**src/design/lc3b_types_pkg.sv**
```systemverilog
package lc3b_types_pkg;

    typedef logic [15:0] lc3b_word;

    typedef enum logic [3:0] {
        op_br   = 4'b0000,
        op_add  = 4'b0001,
        op_ldb  = 4'b0010,
        op_stb  = 4'b0011,
        op_jsr  = 4'b0100,
        op_and  = 4'b0101,
        op_ldr  = 4'b0110,
        op_str  = 4'b0111,
        op_rti  = 4'b1000,
        op_not  = 4'b1001,
        op_ldi  = 4'b1010,
        op_sti  = 4'b1011,
        op_jmp  = 4'b1100,
        op_shf  = 4'b1101,
        op_lea  = 4'b1110,
        op_trap = 4'b1111
    } lc3b_opcode;

    typedef enum logic [2:0] {
        pc_plus2           = 3'd0,
        alu                = 3'd1,
        pcn                = 3'd2,
        mdr                = 3'd3,
        branch_address     = 3'd4,
        mispredict_address = 3'd5
    } lc3b_pc_mux_sel;

    // barrier control bits, 11 in all.
    typedef struct packed {
        lc3b_pc_mux_sel pc_mux_sel;
        logic           load_regfile;
        logic           load_cc;
        logic           mem_read;
        logic           mem_write;
        logic           mem_byte;
        logic [2:0]     alu_op;
    } lc3b_control_word;

    typedef struct packed {
        lc3b_opcode opcode;
        logic       n;
        logic       z;
        logic       p;
        logic [8:0] offset9;
    } lc3b_br_format;

    typedef struct packed {
        lc3b_opcode opcode;
        logic [2:0] dr;
        logic [2:0] sr1;
        logic [5:0] operand; // imm5, sr2 or offset6.
    } lc3b_gen_format;

    typedef union packed {
        lc3b_br_format  br;
        lc3b_gen_format gen;
    } lc3b_instr;

    typedef struct packed {
        logic active;
        logic exclusive;
        logic barrier_IF_ID_reset;
        logic barrier_ID_EX_reset;
        logic barrier_EX_MEM_reset;
        logic barrier_MEM_WB_reset;
        logic barrier_IF_ID_stall;
        logic barrier_ID_EX_stall;
        logic barrier_EX_MEM_stall;
        logic barrier_MEM_WB_stall;
        logic barrier_ID_EX_force_sr1_load;
        logic barrier_ID_EX_force_sr2_load;
        logic stage_IF_stall;
        logic stage_ID_stall;
        logic stage_EX_stall;
        logic stage_MEM_stall;
        logic stage_WB_stall;
    } lc3b_pipeline_control_word;

    localparam int PRED_INDEX_BITS = 4;
    localparam int QUEUE_DEPTH     = 4; // at least barriers from IF to EX/MEM plus one.

endpackage

```
**src/design/branch_predictor.sv**
```systemverilog
`timescale 1ns/100ps

module branch_predictor #(
    parameter int PRED_INDEX_BITS = lc3b_types_pkg::PRED_INDEX_BITS,
    parameter int QUEUE_DEPTH     = lc3b_types_pkg::QUEUE_DEPTH
) (
    input  logic                     clk,
    input  logic                     reset,
    input  logic                     stall,
    input  logic                     flush,
    input  logic                     load,
    input  lc3b_types_pkg::lc3b_word pc,
    input  logic                     update,
    input  logic                     update_value,
    output logic                     prediction
);

    localparam int TABLE_SIZE = 2 ** PRED_INDEX_BITS;
    localparam int PTR_BITS   = $clog2(QUEUE_DEPTH);

    logic [1:0]                 counters [TABLE_SIZE];
    logic [PRED_INDEX_BITS-1:0] index_mem [QUEUE_DEPTH];
    logic [PTR_BITS-1:0]        rd_ptr;
    logic [PTR_BITS-1:0]        wr_ptr;
    logic [PRED_INDEX_BITS-1:0] fetch_index;
    logic [PRED_INDEX_BITS-1:0] train_index;

    function automatic logic [PTR_BITS-1:0] next_ptr(input logic [PTR_BITS-1:0] ptr);
        return (ptr == PTR_BITS'(QUEUE_DEPTH - 1)) ? '0 : ptr + 1'b1;
    endfunction

    assign fetch_index = pc[PRED_INDEX_BITS:1];
    assign train_index = index_mem[rd_ptr]; // index of the resolving branch.
    assign prediction  = counters[fetch_index][1];

    // 2-bit saturating counters that reset weakly not-taken.
    always_ff @(posedge clk) begin
        if (reset) begin
            for (int i = 0; i < TABLE_SIZE; i++) begin
                counters[i] <= 2'b01;
            end
        end else if (!stall && update) begin
            if (update_value && counters[train_index] != 2'b11) begin
                counters[train_index] <= counters[train_index] + 2'b01;
            end else if (!update_value && counters[train_index] != 2'b00) begin
                counters[train_index] <= counters[train_index] - 2'b01;
            end
        end
    end

    // index fifo tracks the prediction queue entry for entry.
    always_ff @(posedge clk) begin
        if (reset) begin
            rd_ptr <= '0;
            wr_ptr <= '0;
        end else if (!stall) begin
            if (flush) begin
                rd_ptr <= '0;
                wr_ptr <= '0;
            end else begin
                if (update) rd_ptr <= next_ptr(rd_ptr);
                if (load) wr_ptr <= next_ptr(wr_ptr);
            end
        end
    end

    always_ff @(posedge clk) begin
        if (!stall && load && !flush) begin
            index_mem[wr_ptr] <= fetch_index;
        end
    end

endmodule

```
**src/design/branch_waterfall_queue.sv**
```systemverilog
`timescale 1ns/100ps

module branch_waterfall_queue #(
    parameter int QUEUE_DEPTH = lc3b_types_pkg::QUEUE_DEPTH
) (
    input  logic                     clk,
    input  logic                     reset,
    input  logic                     stall,
    input  logic                     flush,
    input  logic                     load,
    input  lc3b_types_pkg::lc3b_word mispredict_address_in,
    input  logic                     prediction_in,
    input  logic                     update,
    input  logic                     correct,
    output lc3b_types_pkg::lc3b_word mispredict_address,
    output logic                     prediction
);

    import lc3b_types_pkg::*;

    localparam int PTR_BITS = $clog2(QUEUE_DEPTH);
    localparam int CNT_BITS = $clog2(QUEUE_DEPTH + 1);

    typedef struct packed {
        lc3b_word address; // path not taken at fetch.
        logic     taken;
    } queue_entry;

    queue_entry          entries [QUEUE_DEPTH];
    logic [PTR_BITS-1:0] rd_ptr;
    logic [PTR_BITS-1:0] wr_ptr;
    logic [CNT_BITS-1:0] count;
    logic [15:0]         hit_count;

    function automatic logic [PTR_BITS-1:0] next_ptr(input logic [PTR_BITS-1:0] ptr);
        return (ptr == PTR_BITS'(QUEUE_DEPTH - 1)) ? '0 : ptr + 1'b1;
    endfunction

    assign mispredict_address = entries[rd_ptr].address;
    assign prediction         = entries[rd_ptr].taken;

    // pop before push. a flush empties the queue after the pop.
    always_ff @(posedge clk) begin
        if (reset) begin
            rd_ptr <= '0;
            wr_ptr <= '0;
            count  <= '0;
        end else if (!stall) begin
            if (flush) begin
                rd_ptr <= '0;
                wr_ptr <= '0;
                count  <= '0;
            end else begin
                if (update) rd_ptr <= next_ptr(rd_ptr);
                if (load) wr_ptr <= next_ptr(wr_ptr);
                count <= count + CNT_BITS'(load) - CNT_BITS'(update);
            end
        end
    end

    always_ff @(posedge clk) begin
        if (!stall && load && !flush) begin
            entries[wr_ptr] <= '{address: mispredict_address_in, taken: prediction_in};
        end
    end

    always_ff @(posedge clk) begin
        if (reset) begin
            hit_count <= '0;
        end else if (!stall && update && correct) begin
            hit_count <= hit_count + 16'd1; // statistics only.
        end
    end

endmodule

```
**src/design/branch_controller.sv**
```systemverilog
`timescale 1ns/100ps

module branch_controller #(
    parameter int PRED_INDEX_BITS = lc3b_types_pkg::PRED_INDEX_BITS,
    parameter int QUEUE_DEPTH     = lc3b_types_pkg::QUEUE_DEPTH
) (
    input  logic                                      clk,
    input  logic                                      reset,
    input  logic                                      stall,
    input  lc3b_types_pkg::lc3b_instr                 if_ir,
    input  lc3b_types_pkg::lc3b_word                  if_pc,
    input  logic                                      if_valid,
    input  lc3b_types_pkg::lc3b_opcode                if_id_opcode,
    input  logic                                      if_id_valid,
    input  lc3b_types_pkg::lc3b_opcode                id_ex_opcode,
    input  logic                                      id_ex_valid,
    input  lc3b_types_pkg::lc3b_word                  ex_mem_alu,
    input  lc3b_types_pkg::lc3b_word                  ex_mem_pcn,
    input  lc3b_types_pkg::lc3b_control_word          ex_mem_control,
    input  lc3b_types_pkg::lc3b_opcode                ex_mem_opcode,
    input  logic                                      ex_mem_valid,
    input  logic                                      mem_br_en,
    input  lc3b_types_pkg::lc3b_word                  mem_wb_mdr,
    input  lc3b_types_pkg::lc3b_control_word          mem_wb_control,
    input  lc3b_types_pkg::lc3b_opcode                mem_wb_opcode,
    input  logic                                      mem_wb_valid,
    output lc3b_types_pkg::lc3b_word                  pc_out,
    output lc3b_types_pkg::lc3b_word                  pc_plus2_out,
    output lc3b_types_pkg::lc3b_pipeline_control_word control_request,
    output logic                                      prediction_correct,
    output logic                                      prediction_incorrect
);

    import lc3b_types_pkg::*;

    lc3b_word       branch_offset;
    lc3b_word       branch_target;
    lc3b_pc_mux_sel pc_sel;
    logic           jump_if_id;
    logic           jump_id_ex;
    logic           jump_ex_mem;
    logic           trap_mem_wb;
    logic           suppress_branch;
    logic           if_branch;
    logic           ex_mem_branch;
    logic           mispredict;
    logic           pred_taken;
    logic           queue_load;
    lc3b_word       queue_address_in;
    lc3b_word       queue_mispredict_address;
    logic           queue_prediction;

    function automatic logic is_redirect(input lc3b_opcode op);
        return (op == op_jmp) || (op == op_jsr) || (op == op_trap);
    endfunction

    assign pc_plus2_out  = if_pc + 16'd2;
    assign branch_offset = {{6{if_ir.br.offset9[8]}}, if_ir.br.offset9, 1'b0};
    assign branch_target = pc_plus2_out + branch_offset;

    assign if_branch     = if_valid && (if_ir.gen.opcode == op_br);
    assign ex_mem_branch = ex_mem_valid && (ex_mem_opcode == op_br);
    assign mispredict    = ex_mem_branch && (queue_prediction != mem_br_en);

    assign jump_if_id  = if_id_valid && is_redirect(if_id_opcode);
    assign jump_id_ex  = id_ex_valid && is_redirect(id_ex_opcode);
    assign jump_ex_mem = ex_mem_valid && is_redirect(ex_mem_opcode);
    assign trap_mem_wb = mem_wb_valid && (mem_wb_opcode == op_trap);

    // fetch behind a jump or trap is dead, so no branch there is queued.
    assign suppress_branch = jump_if_id || jump_id_ex || jump_ex_mem || trap_mem_wb;

    assign prediction_correct   = ex_mem_branch && !mispredict;
    assign prediction_incorrect = mispredict;

    always_comb begin
        control_request  = '0; // stall fields stay zero.
        pc_sel           = pc_plus2;
        queue_load       = 1'b0;
        queue_address_in = branch_target;

        if (if_branch && !suppress_branch) begin
            queue_load = 1'b1;
            if (pred_taken) begin
                pc_sel           = branch_address;
                queue_address_in = pc_plus2_out;
            end
        end

        if (jump_if_id) begin
            control_request.active              = 1'b1;
            control_request.barrier_IF_ID_reset = 1'b1;
        end

        if (jump_id_ex) begin
            control_request.active              = 1'b1;
            control_request.barrier_IF_ID_reset = 1'b1;
            control_request.barrier_ID_EX_reset = 1'b1;
        end

        if (jump_ex_mem) begin
            control_request.active               = 1'b1;
            control_request.barrier_IF_ID_reset  = 1'b1;
            control_request.barrier_ID_EX_reset  = 1'b1;
            control_request.barrier_EX_MEM_reset = 1'b1;
            if (ex_mem_opcode != op_trap) begin
                pc_sel = ex_mem_control.pc_mux_sel; // alu or pcn.
            end
        end

        // trap vector comes back through the mdr.
        if (trap_mem_wb) begin
            control_request.active               = 1'b1;
            control_request.barrier_IF_ID_reset  = 1'b1;
            control_request.barrier_ID_EX_reset  = 1'b1;
            control_request.barrier_EX_MEM_reset = 1'b1;
            control_request.barrier_MEM_WB_reset = 1'b1;
            pc_sel = mem_wb_control.pc_mux_sel;
        end

        if (mispredict) begin
            control_request.active               = 1'b1;
            control_request.barrier_IF_ID_reset  = 1'b1;
            control_request.barrier_ID_EX_reset  = 1'b1;
            control_request.barrier_EX_MEM_reset = 1'b1;
            pc_sel     = mispredict_address;
            queue_load = 1'b0; // fetched branch is flushed too.
        end
    end

    always_comb begin
        case (pc_sel)
            alu:                pc_out = ex_mem_alu;
            pcn:                pc_out = ex_mem_pcn;
            mdr:                pc_out = mem_wb_mdr;
            branch_address:     pc_out = branch_target;
            mispredict_address: pc_out = queue_mispredict_address;
            default:            pc_out = pc_plus2_out;
        endcase
    end

    branch_predictor #(
        .PRED_INDEX_BITS(PRED_INDEX_BITS),
        .QUEUE_DEPTH    (QUEUE_DEPTH)
    ) u_predictor (
        .clk         (clk),
        .reset       (reset),
        .stall       (stall),
        .flush       (mispredict),
        .load        (queue_load),
        .pc          (if_pc),
        .update      (ex_mem_branch),
        .update_value(mem_br_en),
        .prediction  (pred_taken)
    );

    // younger entries die with a mispredict, so it empties the queue.
    branch_waterfall_queue #(
        .QUEUE_DEPTH(QUEUE_DEPTH)
    ) u_queue (
        .clk                  (clk),
        .reset                (reset),
        .stall                (stall),
        .flush                (mispredict),
        .load                 (queue_load),
        .mispredict_address_in(queue_address_in),
        .prediction_in        (pred_taken),
        .update               (ex_mem_branch),
        .correct              (prediction_correct),
        .mispredict_address   (queue_mispredict_address),
        .prediction           (queue_prediction)
    );

endmodule

```
**src/design/lc3b_branch_unit.sv**
```systemverilog
`timescale 1ns/100ps

module lc3b_branch_unit #(
    parameter int PRED_INDEX_BITS = lc3b_types_pkg::PRED_INDEX_BITS,
    parameter int QUEUE_DEPTH     = lc3b_types_pkg::QUEUE_DEPTH
) (
    input  logic                                      clk,
    input  logic                                      reset,
    input  logic                                      stall,
    input  lc3b_types_pkg::lc3b_instr                 if_ir,
    input  lc3b_types_pkg::lc3b_word                  if_pc,
    input  logic                                      if_valid,
    input  lc3b_types_pkg::lc3b_opcode                if_id_opcode,
    input  logic                                      if_id_valid,
    input  lc3b_types_pkg::lc3b_opcode                id_ex_opcode,
    input  logic                                      id_ex_valid,
    input  lc3b_types_pkg::lc3b_word                  ex_mem_alu,
    input  lc3b_types_pkg::lc3b_word                  ex_mem_pcn,
    input  lc3b_types_pkg::lc3b_control_word          ex_mem_control,
    input  lc3b_types_pkg::lc3b_opcode                ex_mem_opcode,
    input  logic                                      ex_mem_valid,
    input  logic                                      mem_br_en,
    input  lc3b_types_pkg::lc3b_word                  mem_wb_mdr,
    input  lc3b_types_pkg::lc3b_control_word          mem_wb_control,
    input  lc3b_types_pkg::lc3b_opcode                mem_wb_opcode,
    input  logic                                      mem_wb_valid,
    output lc3b_types_pkg::lc3b_word                  pc_out,
    output lc3b_types_pkg::lc3b_word                  pc_plus2_out,
    output lc3b_types_pkg::lc3b_pipeline_control_word control_request,
    output logic                                      prediction_correct,
    output logic                                      prediction_incorrect
);

    // barrier state in, next fetch pc and flush request out.
    branch_controller #(
        .PRED_INDEX_BITS(PRED_INDEX_BITS),
        .QUEUE_DEPTH    (QUEUE_DEPTH)
    ) u_controller (
        .clk                 (clk),
        .reset               (reset),
        .stall               (stall),
        .if_ir               (if_ir),
        .if_pc               (if_pc),
        .if_valid            (if_valid),
        .if_id_opcode        (if_id_opcode),
        .if_id_valid         (if_id_valid),
        .id_ex_opcode        (id_ex_opcode),
        .id_ex_valid         (id_ex_valid),
        .ex_mem_alu          (ex_mem_alu),
        .ex_mem_pcn          (ex_mem_pcn),
        .ex_mem_control      (ex_mem_control),
        .ex_mem_opcode       (ex_mem_opcode),
        .ex_mem_valid        (ex_mem_valid),
        .mem_br_en           (mem_br_en),
        .mem_wb_mdr          (mem_wb_mdr),
        .mem_wb_control      (mem_wb_control),
        .mem_wb_opcode       (mem_wb_opcode),
        .mem_wb_valid        (mem_wb_valid),
        .pc_out              (pc_out),
        .pc_plus2_out        (pc_plus2_out),
        .control_request     (control_request),
        .prediction_correct  (prediction_correct),
        .prediction_incorrect(prediction_incorrect)
    );

endmodule

```
**config.mk**
```make
export PLATFORM = sky130hd
export DESIGN_NAME = lc3b_branch_unit
export DESIGN_NICKNAME = d
export VERILOG_FILES = /design/src/design/lc3b_types_pkg.sv /design/src/design/branch_predictor.sv /design/src/design/branch_waterfall_queue.sv /design/src/design/branch_controller.sv /design/src/design/lc3b_branch_unit.sv
export SDC_FILE = /design/constraint.sdc
export NUM_CORES = 1
export LEC_CHECK = 0
export BUFFER_PORTS_ARGS = -buffer_cell sky130_fd_sc_hd__buf_2
export CORE_MARGIN = 8
export CORE_UTILIZATION = 45
export CTS_CLUSTER_DIAMETER = 40
export DETAILED_ROUTE_END_ITERATION = 8
export GPL_ROUTABILITY_DRIVEN = 0
export PLACE_DENSITY = 0.72
export SYNTH_ARGS = -nofsm -noshare
export SYNTH_HDL_FRONTEND = slang
export SYNTH_SLANG_ARGS = --single-unit
```
**constraint.sdc**
```tcl
create_clock -name clk -period 5.1 [get_ports clk]
set_input_delay 1.02 -clock clk [delete_from_list [all_inputs] [get_ports clk]]
set_output_delay 1.02 -clock clk [all_outputs]
set_load 0.02 [all_outputs]
```
Yosys cells after proc, flatten, opt, wreduce, memory -nomap -nowiden

Memory sizes are Yosys's and may differ from the RTL's. A register that Yosys moved wholly into a read port is not among the register bits.
Cells that the tools add are included.

Add/subtract/negate cells: 8
Multipliers: 0
Div/mod/pow operators: 0
$lt $le $gt $ge: 0
Equal/unequal tests: 22
Shift-type cells: 0
Multiplexer cells: 53
Bitwise gates (word level): 2
Reductions and logical operators: 35

Operators by type and width:

| operator                                      | number |
|---|---|
| one-hot mux 16 bit (5 select lines)           | 1 |
| two-way mux 2 bit                             | 19 |
| two-way mux 16 bit                            | 2 |
| == test 4 bit, second input constant          | 7 |
| two-way mux 3 bit                             | 8 |
| two-way mux 1 bit                             | 21 |
| adder 16 bit                                  | 1 |
| adder 16 x 2 -> 16 bit, second input constant | 1 |
| logical AND 1 bit                             | 14 |
| == test 4 x 3 -> 1 bit, second input constant | 3 |
| adder 2 x 1 -> 2 bit, second input constant   | 5 |
| logical OR 1 bit                              | 9 |
| == test 2 bit, second input constant          | 4 |
| logical NOT 4 bit                             | 2 |
| two-way mux 4 bit                             | 2 |
| == test 3 x 2 -> 1 bit, second input constant | 2 |
| == test 3 bit, second input constant          | 2 |
| nonzero test 2 bit                            | 3 |
| logical NOT 1 bit                             | 4 |
| inequality test 4 bit, second input constant  | 1 |
| AND reduction 2 bit                           | 2 |
| == test 3 x 1 -> 1 bit, second input constant | 1 |
| inequality test 2 bit, second input constant  | 1 |
| OR reduction 2 bit                            | 1 |
| 4 further kinds                               | 4 |

Register bits after elaboration: 8
Latch bits: 0
Bits in writable memories: 116
ROM bits: 0
Input bits: 127
Output and inout bits: 51
Logic and storage cells: 127
Memories: 3

Memory list:

| memory                             | depth | bits a word | read ports | clocked after memory_dff | wr ports | line                         | text |
|---|---|---|---|---|---|---|---|
| u_controller.u_queue.entries       | 4     | 17          | 1          | 1                        | 1        | branch_waterfall_queue.sv:29 | `queue_entry entries [QUEUE_DEPTH];` |
| u_controller.u_predictor.counters  | 16    | 2           | 2          | 0                        | 16       | branch_predictor.sv:21       | `logic [1:0] counters [TABLE_SIZE];` |
| u_controller.u_predictor.index_mem | 4     | 4           | 1          | 1                        | 1        | branch_predictor.sv:22       | `logic [PRED_INDEX_BITS-1:0] index_mem [QUEUE_DEPTH];` |

Depth between registers and ports, before layout

Gate-level depths: netlist (run 1).

Depth after elaboration: 16
Gate-level depth with buffers: 14
Gate-level depth less buffers: 13

Hierarchy

Synthesis (run 1) repeated with hierarchy kept, for this count alone.

Cell total of the unflattened synthesis: 736
Area total of the unflattened synthesis: 8252.9 µm²

By module, submodules not included:

| module                 | instances | cells an instance | area an instance (µm²) | seq. area each (µm²) |
|---|---|---|---|---|
| branch_predictor       | 1         | 278               | 3255.6                 | 1561.5 |
| branch_waterfall_queue | 1         | 122               | 2787.7                 | 2162.1 |
| branch_controller      | 1         | 336               | 2209.6                 | 0.0 |

Least setup slack after synthesis (run 1)

Ideal clock, no wire load.

Kind: input to output
Start: input port if_pc[1]
End: output port pc_out[11]
Arrival: 4192 ps
Required time: 4080 ps
Path slack: -112 ps
Stages on the path: 12
Buffers on the path: 1
Cell sequence: clkbuf_1 > and2_1 > nand4_1 > xnor2_1 > ha_1 > and3_1 > and3_1 > a2111oi_0 > xor2_1 > o22ai_1 > a21oi_1 > o22ai_1

Elaborated cells between the ends (all ways): 15
Classes of those cells: 2 x add/sub; 5 x eq/ne; 7 x mux; 1 x memory

RTL lines:

| item                                | line                     | text |
|---|---|---|
| start, declared                     | lc3b_branch_unit.sv:11   | `input lc3b_types_pkg::lc3b_word if_pc,` |
| adder 16 x 2 -> 16 bit              | branch_controller.sv:57  | `assign pc_plus2_out = if_pc + 16'd2;` |
| net pc_plus2_out[6]                 | lc3b_branch_unit.sv:28   | `output lc3b_types_pkg::lc3b_word pc_plus2_out,` |
| adder 16 bit                        | branch_controller.sv:59  | `assign branch_target = pc_plus2_out + branch_offset;` |
| one-hot mux 16 bit (5 select lines) | branch_controller.sv:132 | `case (pc_sel)` |
| end, declared                       | lc3b_branch_unit.sv:27   | `output lc3b_types_pkg::lc3b_word pc_out,` |

The timed path passes the listed nets, and every way through them passes these cells.

Worst setup path after layout (run 1)

Start: input port if_pc[4]
End: output port pc_out[14]

Cells in the longest elaborated chain, start to end: 9
Elaborated cells between the ends (all ways): 15
Classes of those cells: 2 x add/sub; 5 x eq/ne; 7 x mux; 1 x memory

RTL lines:

| item                                                                           | line |
|---|---|
| parallel branches: the longest is 8 deep, another holds adder 16 x 2 -> 16 bit | n/a |
| one-hot mux 16 bit (5 select lines) *                                          | branch_controller.sv:132 |

Every way passes the cells marked *.

==> impl_metrics.ini, run 1 <==
[status]
status = finished clean

[yosys]
syn_avg_cell_area_um2 = 11.2
synth_top_cell_area_share_pct = 44.1
yosysUniqueCellTypes = 70
synth_top_cells_by_count = edfxtp_1, nand2_1, nor2_1, o21ai_0, clkbuf_1
syn_area_um2 = 7900
ys.flop_type = edfxtp_1
yosysWarnings = 0
synthMuxAreaShare_pct = 13.1
ys_ff_latch = 128
yosys.area_share.simple_pct = 14.2
synth-xor-area-share_pct = 3.50
synth-compound-area-share_pct = 13.3
synth_top_family_by_area = simple AND/OR/NAND/NOR gates
yosys-top-cells-area = edfxtp_1, mux4_2, ha_1
synth_top_cell_by_area = edfxtp_1
ys_seq_area_share_pct = 47.1
syn_inst = 704
synth_most_common_cell = edfxtp_1
synth_edf_count = 116
synthAdderAreaFrac_pct = 4.21
synthArstFlopShare_pct = 0

[cells_and_area]
n_antenna_cell = 0
drive_above_1_share_pct = 30.4
fin_nets = 1023
syn_to_final_growth_pct = 22.6
final_core_util_pct = 56.2

[timing]
fmax_ghz = 0.200
finalCriticalPeriod_ps = 4990
skew_ps = 9.81
maxSlewViolCount = 0
holdWs_ps = 474
setup_viol = 0
final.period_utilization_pct = 97.8
slew_headroom_pct = 19.2
worst_pin_slew_ps = 1210
final-hold-violation-count = 0

[placed_design]
io_buffers = 146
hpwl_mm = 17.8

[grt]
track_usage_pct = 20.8
grt_pass1_wl_mm = 35.2
antenna_found_initial = 1
grt_overflow_total = 0
grt_max_degree = 27
grt_pass1_vias = 6407

[worst_setup_path]
crit_required_ps = 4080
reg2reg_depth = 7
crit_family = compound AO/OA/AOI/OAI gates
rrSetupSlack_ps = 960
path_class = primary input to output pin
reg2reg_to = u_controller.u_predictor.counters[6][0]
critPathMaxFanout = 5
cpPeakStageDelay_ps = 350
slowest_stage = ha_1
worst_setup_path_start_kind = primary input
cpMostUsedCell = buf_2
cp_cell_sequence = buf_2 -> and4_1 -> and3_1 -> nand2_1 -> xor2_1 -> inv_1 -> ha_1 -> nor2_1 -> a31oi_1 -> o2111ai_1 -> a21boi_2 -> mux2i_1 -> o211ai_1 -> a32oi_1 -> buf_2
cp.depth = 15
cp_num_buf_inv = 3
critPathArrivalTime_ps = 3970
end_kind = output pin

[clocking]
cts_sinks = 128
cts_made_buffers = 17
worstSkewPairLatency_ps = 420
clock-root-buffer = clkbuf_16
hold_buffers = 0
cts.path.max_buffers = 2
htreeDepth = 4
clk_pin_slew_worst_paths_ps = 60
post_cts_buffers = 0
cts_tree = yes

[floorplan]
dieArea_um2 = 22100
die_width_um = 149
start_util_pct = 45.8
pin_count = 178
core_um2 = 17200
die_h_um = 149
row_count = 48

[routing]
dr.pass1.iters = 5
routed_wl_mm = 23.8
ant_nets = 0
drt-initial-drc-count = 559
num_vias = 6616
wl_per_cell_um = 21.5
drc_errors = 0
via_per_inst = 5.98

[flow_run]
cap_violations = 0

[worst_hold_path]
hold_path_depth = 2
worstHoldStart = u_controller.u_queue.rd_ptr[1]
worstHoldPathType = flip-flop to flip-flop

[pwr]
vdd_ir_drop_max_uv = 266
leakagePower_nw = 3.77
p_per_area_nw_per_um2 = 297
-- worst reg2reg max path: stages (launching register included) --
cell and delay [ps]:
dfxtp_1 440, mux4_1 950, mux4_2 420, mux2i_1 410
nor2_1 100, mux4_2 590, or4b_4 570, o21bai_1 330
-- worst max path at each step --
| stage | start | slack (ps) | to |
|---|---|---|---|
| floorplan | if_pc[1] | 100 | pc_out[11] |
| global placement | if_pc[1] | 110 | pc_out[15] |
| detailed placement | if_pc[1] | 100 | pc_out[15] |
| CTS | if_pc[1] | 50 | pc_out[14] |
| global route | if_pc[2] | -20 | pc_out[15] |
| finish | if_pc[4] | 110 | pc_out[14] |
-- cells by family after synthesis --
kind of cell | count (synthesis)
AND/OR/NAND/NOR | 232
AO/OA/AOI/OAI | 155
flip-flops | 128
buffers and inverters | 76
multiplexers | 56
XOR/XNOR | 30
adder cells (fa/ha/maj) | 26
other | 1
-- cells in the final DEF (no fill, tap or decap), types with 12 or more instances in the layout --
| cell type | Yosys | routed |
|---|---|---|
| a21oi_1 | 29 | 27 |
| clkbuf_16 | 0 | 17 |
| mux4_2 | 30 | 30 |
| and2_1 | 15 | 15 |
| mux2i_1 | 16 | 16 |
| inv_1 | 23 | 23 |
| o21bai_1 | 12 | 12 |
| edfxtp_1 | 116 | 116 |
| ha_1 | 25 | 21 |
| nor2_1 | 62 | 62 |
| nor3_1 | 13 | 13 |
| conb_1 | 1 | 12 |
| buf_2 | 0 | 146 |
| nand2_1 | 69 | 68 |
| dfxtp_1 | 12 | 12 |
| xor2_1 | 18 | 18 |
| nand3_1 | 27 | 26 |
| o21ai_0 | 33 | 32 |
| buf_4 | 15 | 43 |
-- power breakdown --
part	leakage, nW	internal (W)	switching, W	total (W)
clock	0.280	0.000803	0.000415	0.00122
sequential	1.13	0.00118	0.00000301	0.00118
combinational	2.36	0.000186	0.000292	0.000478
-- area by class of cell --
cell class                      count  area (um^2)
Tap cell                          225          282
Clock buffer                       21          440
Inverter                           23         86.3
Multi-Input combinational cell    511         3960
Clock inverter                     10          143
Sequential cell                   128         3720
Fill cell                        1409         7550
Timing Repair Buffer              189         1050
-- through the flow --
stage	instance area, um^2	power (W)	instances	worst slack, ps	setup TNS, ps
after floorplan	7970	0.00148	715	98.5	0
after global placement	9040	0.00165	1076	114	0
after detailed placement	9040	0.00166	1076	95.2	0
after CTS	9620	0.00287	1107	54.4	0
after global routing	9690	0.00297	1107	-16.4	-16.4
final	9690	0.00288	1107	112	0
-- sequential cells by signal, summed over array words and instances, names as in the netlist, named ones only --
name	flops
u_controller.u_predictor.counters	32
u_controller.u_predictor.index_mem	16
u_controller.u_predictor.rd_ptr	2
u_controller.u_predictor.wr_ptr	2
u_controller.u_queue.entries	68
u_controller.u_queue.rd_ptr	2
u_controller.u_queue.wr_ptr	2
-- timing repair --
action,in CTS,in global routing
gates resized for setup,0,13
hold endpoints to repair,0,0
endpoints found under the setup margin,0,8
-- layer usage --
metal	global-route usage (%)	wire length, um
met1	25.6	9180
met2	33.5	11400
met3	6.35	2540
met4	8.82	650
met5	0	12
Note: power is estimated with default switching activity, not from simulation.
==> inputs of run 2 (changes only) <==
Settings changed: SETUP_SLACK_MARGIN set to 0.15.
==> run 2 against run 1 <==
Effect of this change:
- die area stayed put
- wire length grew 2.0%
- sequential share of layout area down 0.53 points
- final cell count grew 0.63%
- total power down 2.7%
- clock power decreased by 8%
- non-clock buffer count up 6
- worst setup slack gained 1.0 ps
- sequential cell count did not move
- clock skew shrank 2.7 ps
- critical path depth stayed put
- critical endpoint is now pc_out[15]
==> impl_metrics.ini, run 2 (synthesis gave the netlist of run 1 again) <==
[cells_and_area]
top_register = u_controller.u_queue.entries
largestRegisters = u_controller.u_queue.entries: 68 flops, u_controller.u_predictor.counters: 32 flops, u_controller.u_predictor.index_mem: 16 flops
final_common_cell = buf_2
n_antenna_cell = 0
drive_above_1_share_pct = 33.2
stdcell_area_um2 = 9820
syn_to_final_growth_pct = 24.3
final_cell_mix = buf_2, edfxtp_1, nand2_1
largest_reg_flops = 68
fin_nets = 1029

[clocking]
cts.path.max_buffers = 2
clk_pin_slew_worst_paths_ps = 50
cts_tree = yes
hold_buffers = 0
cts_sinks = 128
clock-root-buffer = clkbuf_16
htreeDepth = 4
cts_made_buffers = 17
worstSkewPairLatency_ps = 420

[placed_design]
io_buffers = 146
hpwl_mm = 18.1
dpl_cell_area_um2 = 9040

[floorplan]
start_util_pct = 45.8
die_h_um = 149
row_count = 48
dieArea_um2 = 22100
core_um2 = 17200
die_width_um = 149
pin_count = 178

[worst_hold_path]
worstHoldStart = u_controller.u_predictor.rd_ptr[1]
worstHoldPathType = flip-flop to flip-flop
min_to = u_controller.u_predictor.rd_ptr[1]
hold_path_depth = 2

[grt]
antenna_found_initial = 1
grt_overflow_total = 0
track_usage_pct = 21.1
grt_max_degree = 27
grt_pass1_wl_mm = 35.7
grt_pass1_vias = 6534

[timing]
final-hold-violation-count = 0
worst_pin_slew_ps = 1240
slew_headroom_pct = 17.2
finalCriticalPeriod_ps = 4990
skew_ps = 7.08
timing.setup.tns_ps = 0
fmax_ghz = 0.201
rsz0062_at_grt = true
maxSlewViolCount = 0
setup_viol = 0
final.period_utilization_pct = 97.8

[routing]
via_per_inst = 6.00
wl_per_cell_um = 21.8
drc_errors = 0
ant_nets = 0
drt-initial-drc-count = 629
dr.pass1.iters = 5
num_vias = 6681
routed_wl_mm = 24.2

[worst_setup_path]
end_kind = output pin
reg2reg_depth = 7
crit_required_ps = 4080
rrSetupSlack_ps = 960
critPathArrivalTime_ps = 3970
critPathMaxFanout = 9
path_class = primary input to output pin
reg2reg_to = u_controller.u_predictor.counters[4][0]
worst_setup_path_start_kind = primary input

[flow_run]
cap_violations = 0

[pwr]
vdd_ir_drop_max_uv = 242
seqPwrFrac_pct = 42.2
p_comb_share_pct = 17.7
power_frac_clock_pct = 40.1
sw_frac_of_total_pct = 27.1
p_per_area_nw_per_um2 = 285
p_int_w = 0.00204
switchingPower_w = 0.000760
leakagePower_nw = 3.81

[status]
status = finished clean
## run 2: power groups by stage
stage / registers (W) / clock network, W / logic, W
4_1_cts: 0.00118 / 0.00114 / 0.000465
2_1_floorplan: 0.00120 / 0 / 0.000281
3_3_place_gp: 0.00120 / 0 / 0.000449
3_5_place_dp: 0.00120 / 0 / 0.000455
5_1_grt: 0.00118 / 0.00118 / 0.000528
6_report: 0.00118 / 0.00112 / 0.000496
## run 2: routing by layer
layer,track usage (%),routed length (um),vias to the layer above
li1,-,-,3013
met1,24.7,9070,3205
met2,35.0,11900,402
met3,6.72,2610,59
met4,9.23,697,2
met5,0,13,-
## run 2: how the worst max path moves through the flow
| stage | endpoint | startpoint | slack (ps) | cells past startpoint |
|---|---|---|---|---|
| floorplan | pc_out[11] | if_pc[1] | 100 | 12 |
| global placement | pc_out[15] | if_pc[1] | 70 | 15 |
| detailed placement | pc_out[15] | if_pc[1] | 50 | 14 |
| CTS | pc_out[15] | if_pc[1] | 120 | 15 |
| global route | pc_out[15] | if_pc[2] | 30 | 15 |
| finish | pc_out[15] | if_pc[2] | 110 | 15 |
## run 2: final cells by class
type                            count  area, um^2
Timing Repair Buffer              195        1140
Tap cell                          225         282
Clock inverter                     14         118
Inverter                           23        86.3
Fill cell                        1417        7410
Sequential cell                   128        3720
Clock buffer                       18         429
Multi-Input combinational cell    511        4040
## run 2: what timing repair did
action,CTS,global route
setup buffers,3,3
pin swaps,1,14
endpoints found under the setup margin,10,9
resized for setup,9,30
## run 2: metrics by stage
stage                     setup WS (ps)  utilization [%]  instances  total power, W  hold WS [ps]
after floorplan                    98.5                -        715         0.00148           450
after global placement             69.3             52.4       1076         0.00165           468
after detailed placement           50.5             52.4       1076         0.00166           473
after CTS                           122             56.1       1111         0.00278           483
after global routing               33.7             57.0       1114         0.00289           514
final                               113             57.0       1114         0.00280           479
## run 2: critical path, stage by stage
cell and delay [ps]:
buf_2 150, buf_6 150, and2_4 150, buf_6 110, nand4_1 120, xnor2_2 200
ha_4 290, and3_4 180, and3_4 190, a211oi_2 80, a2111o_1 470, o211a_1 270
a211oi_2 230, o32a_1 200, buf_4 150
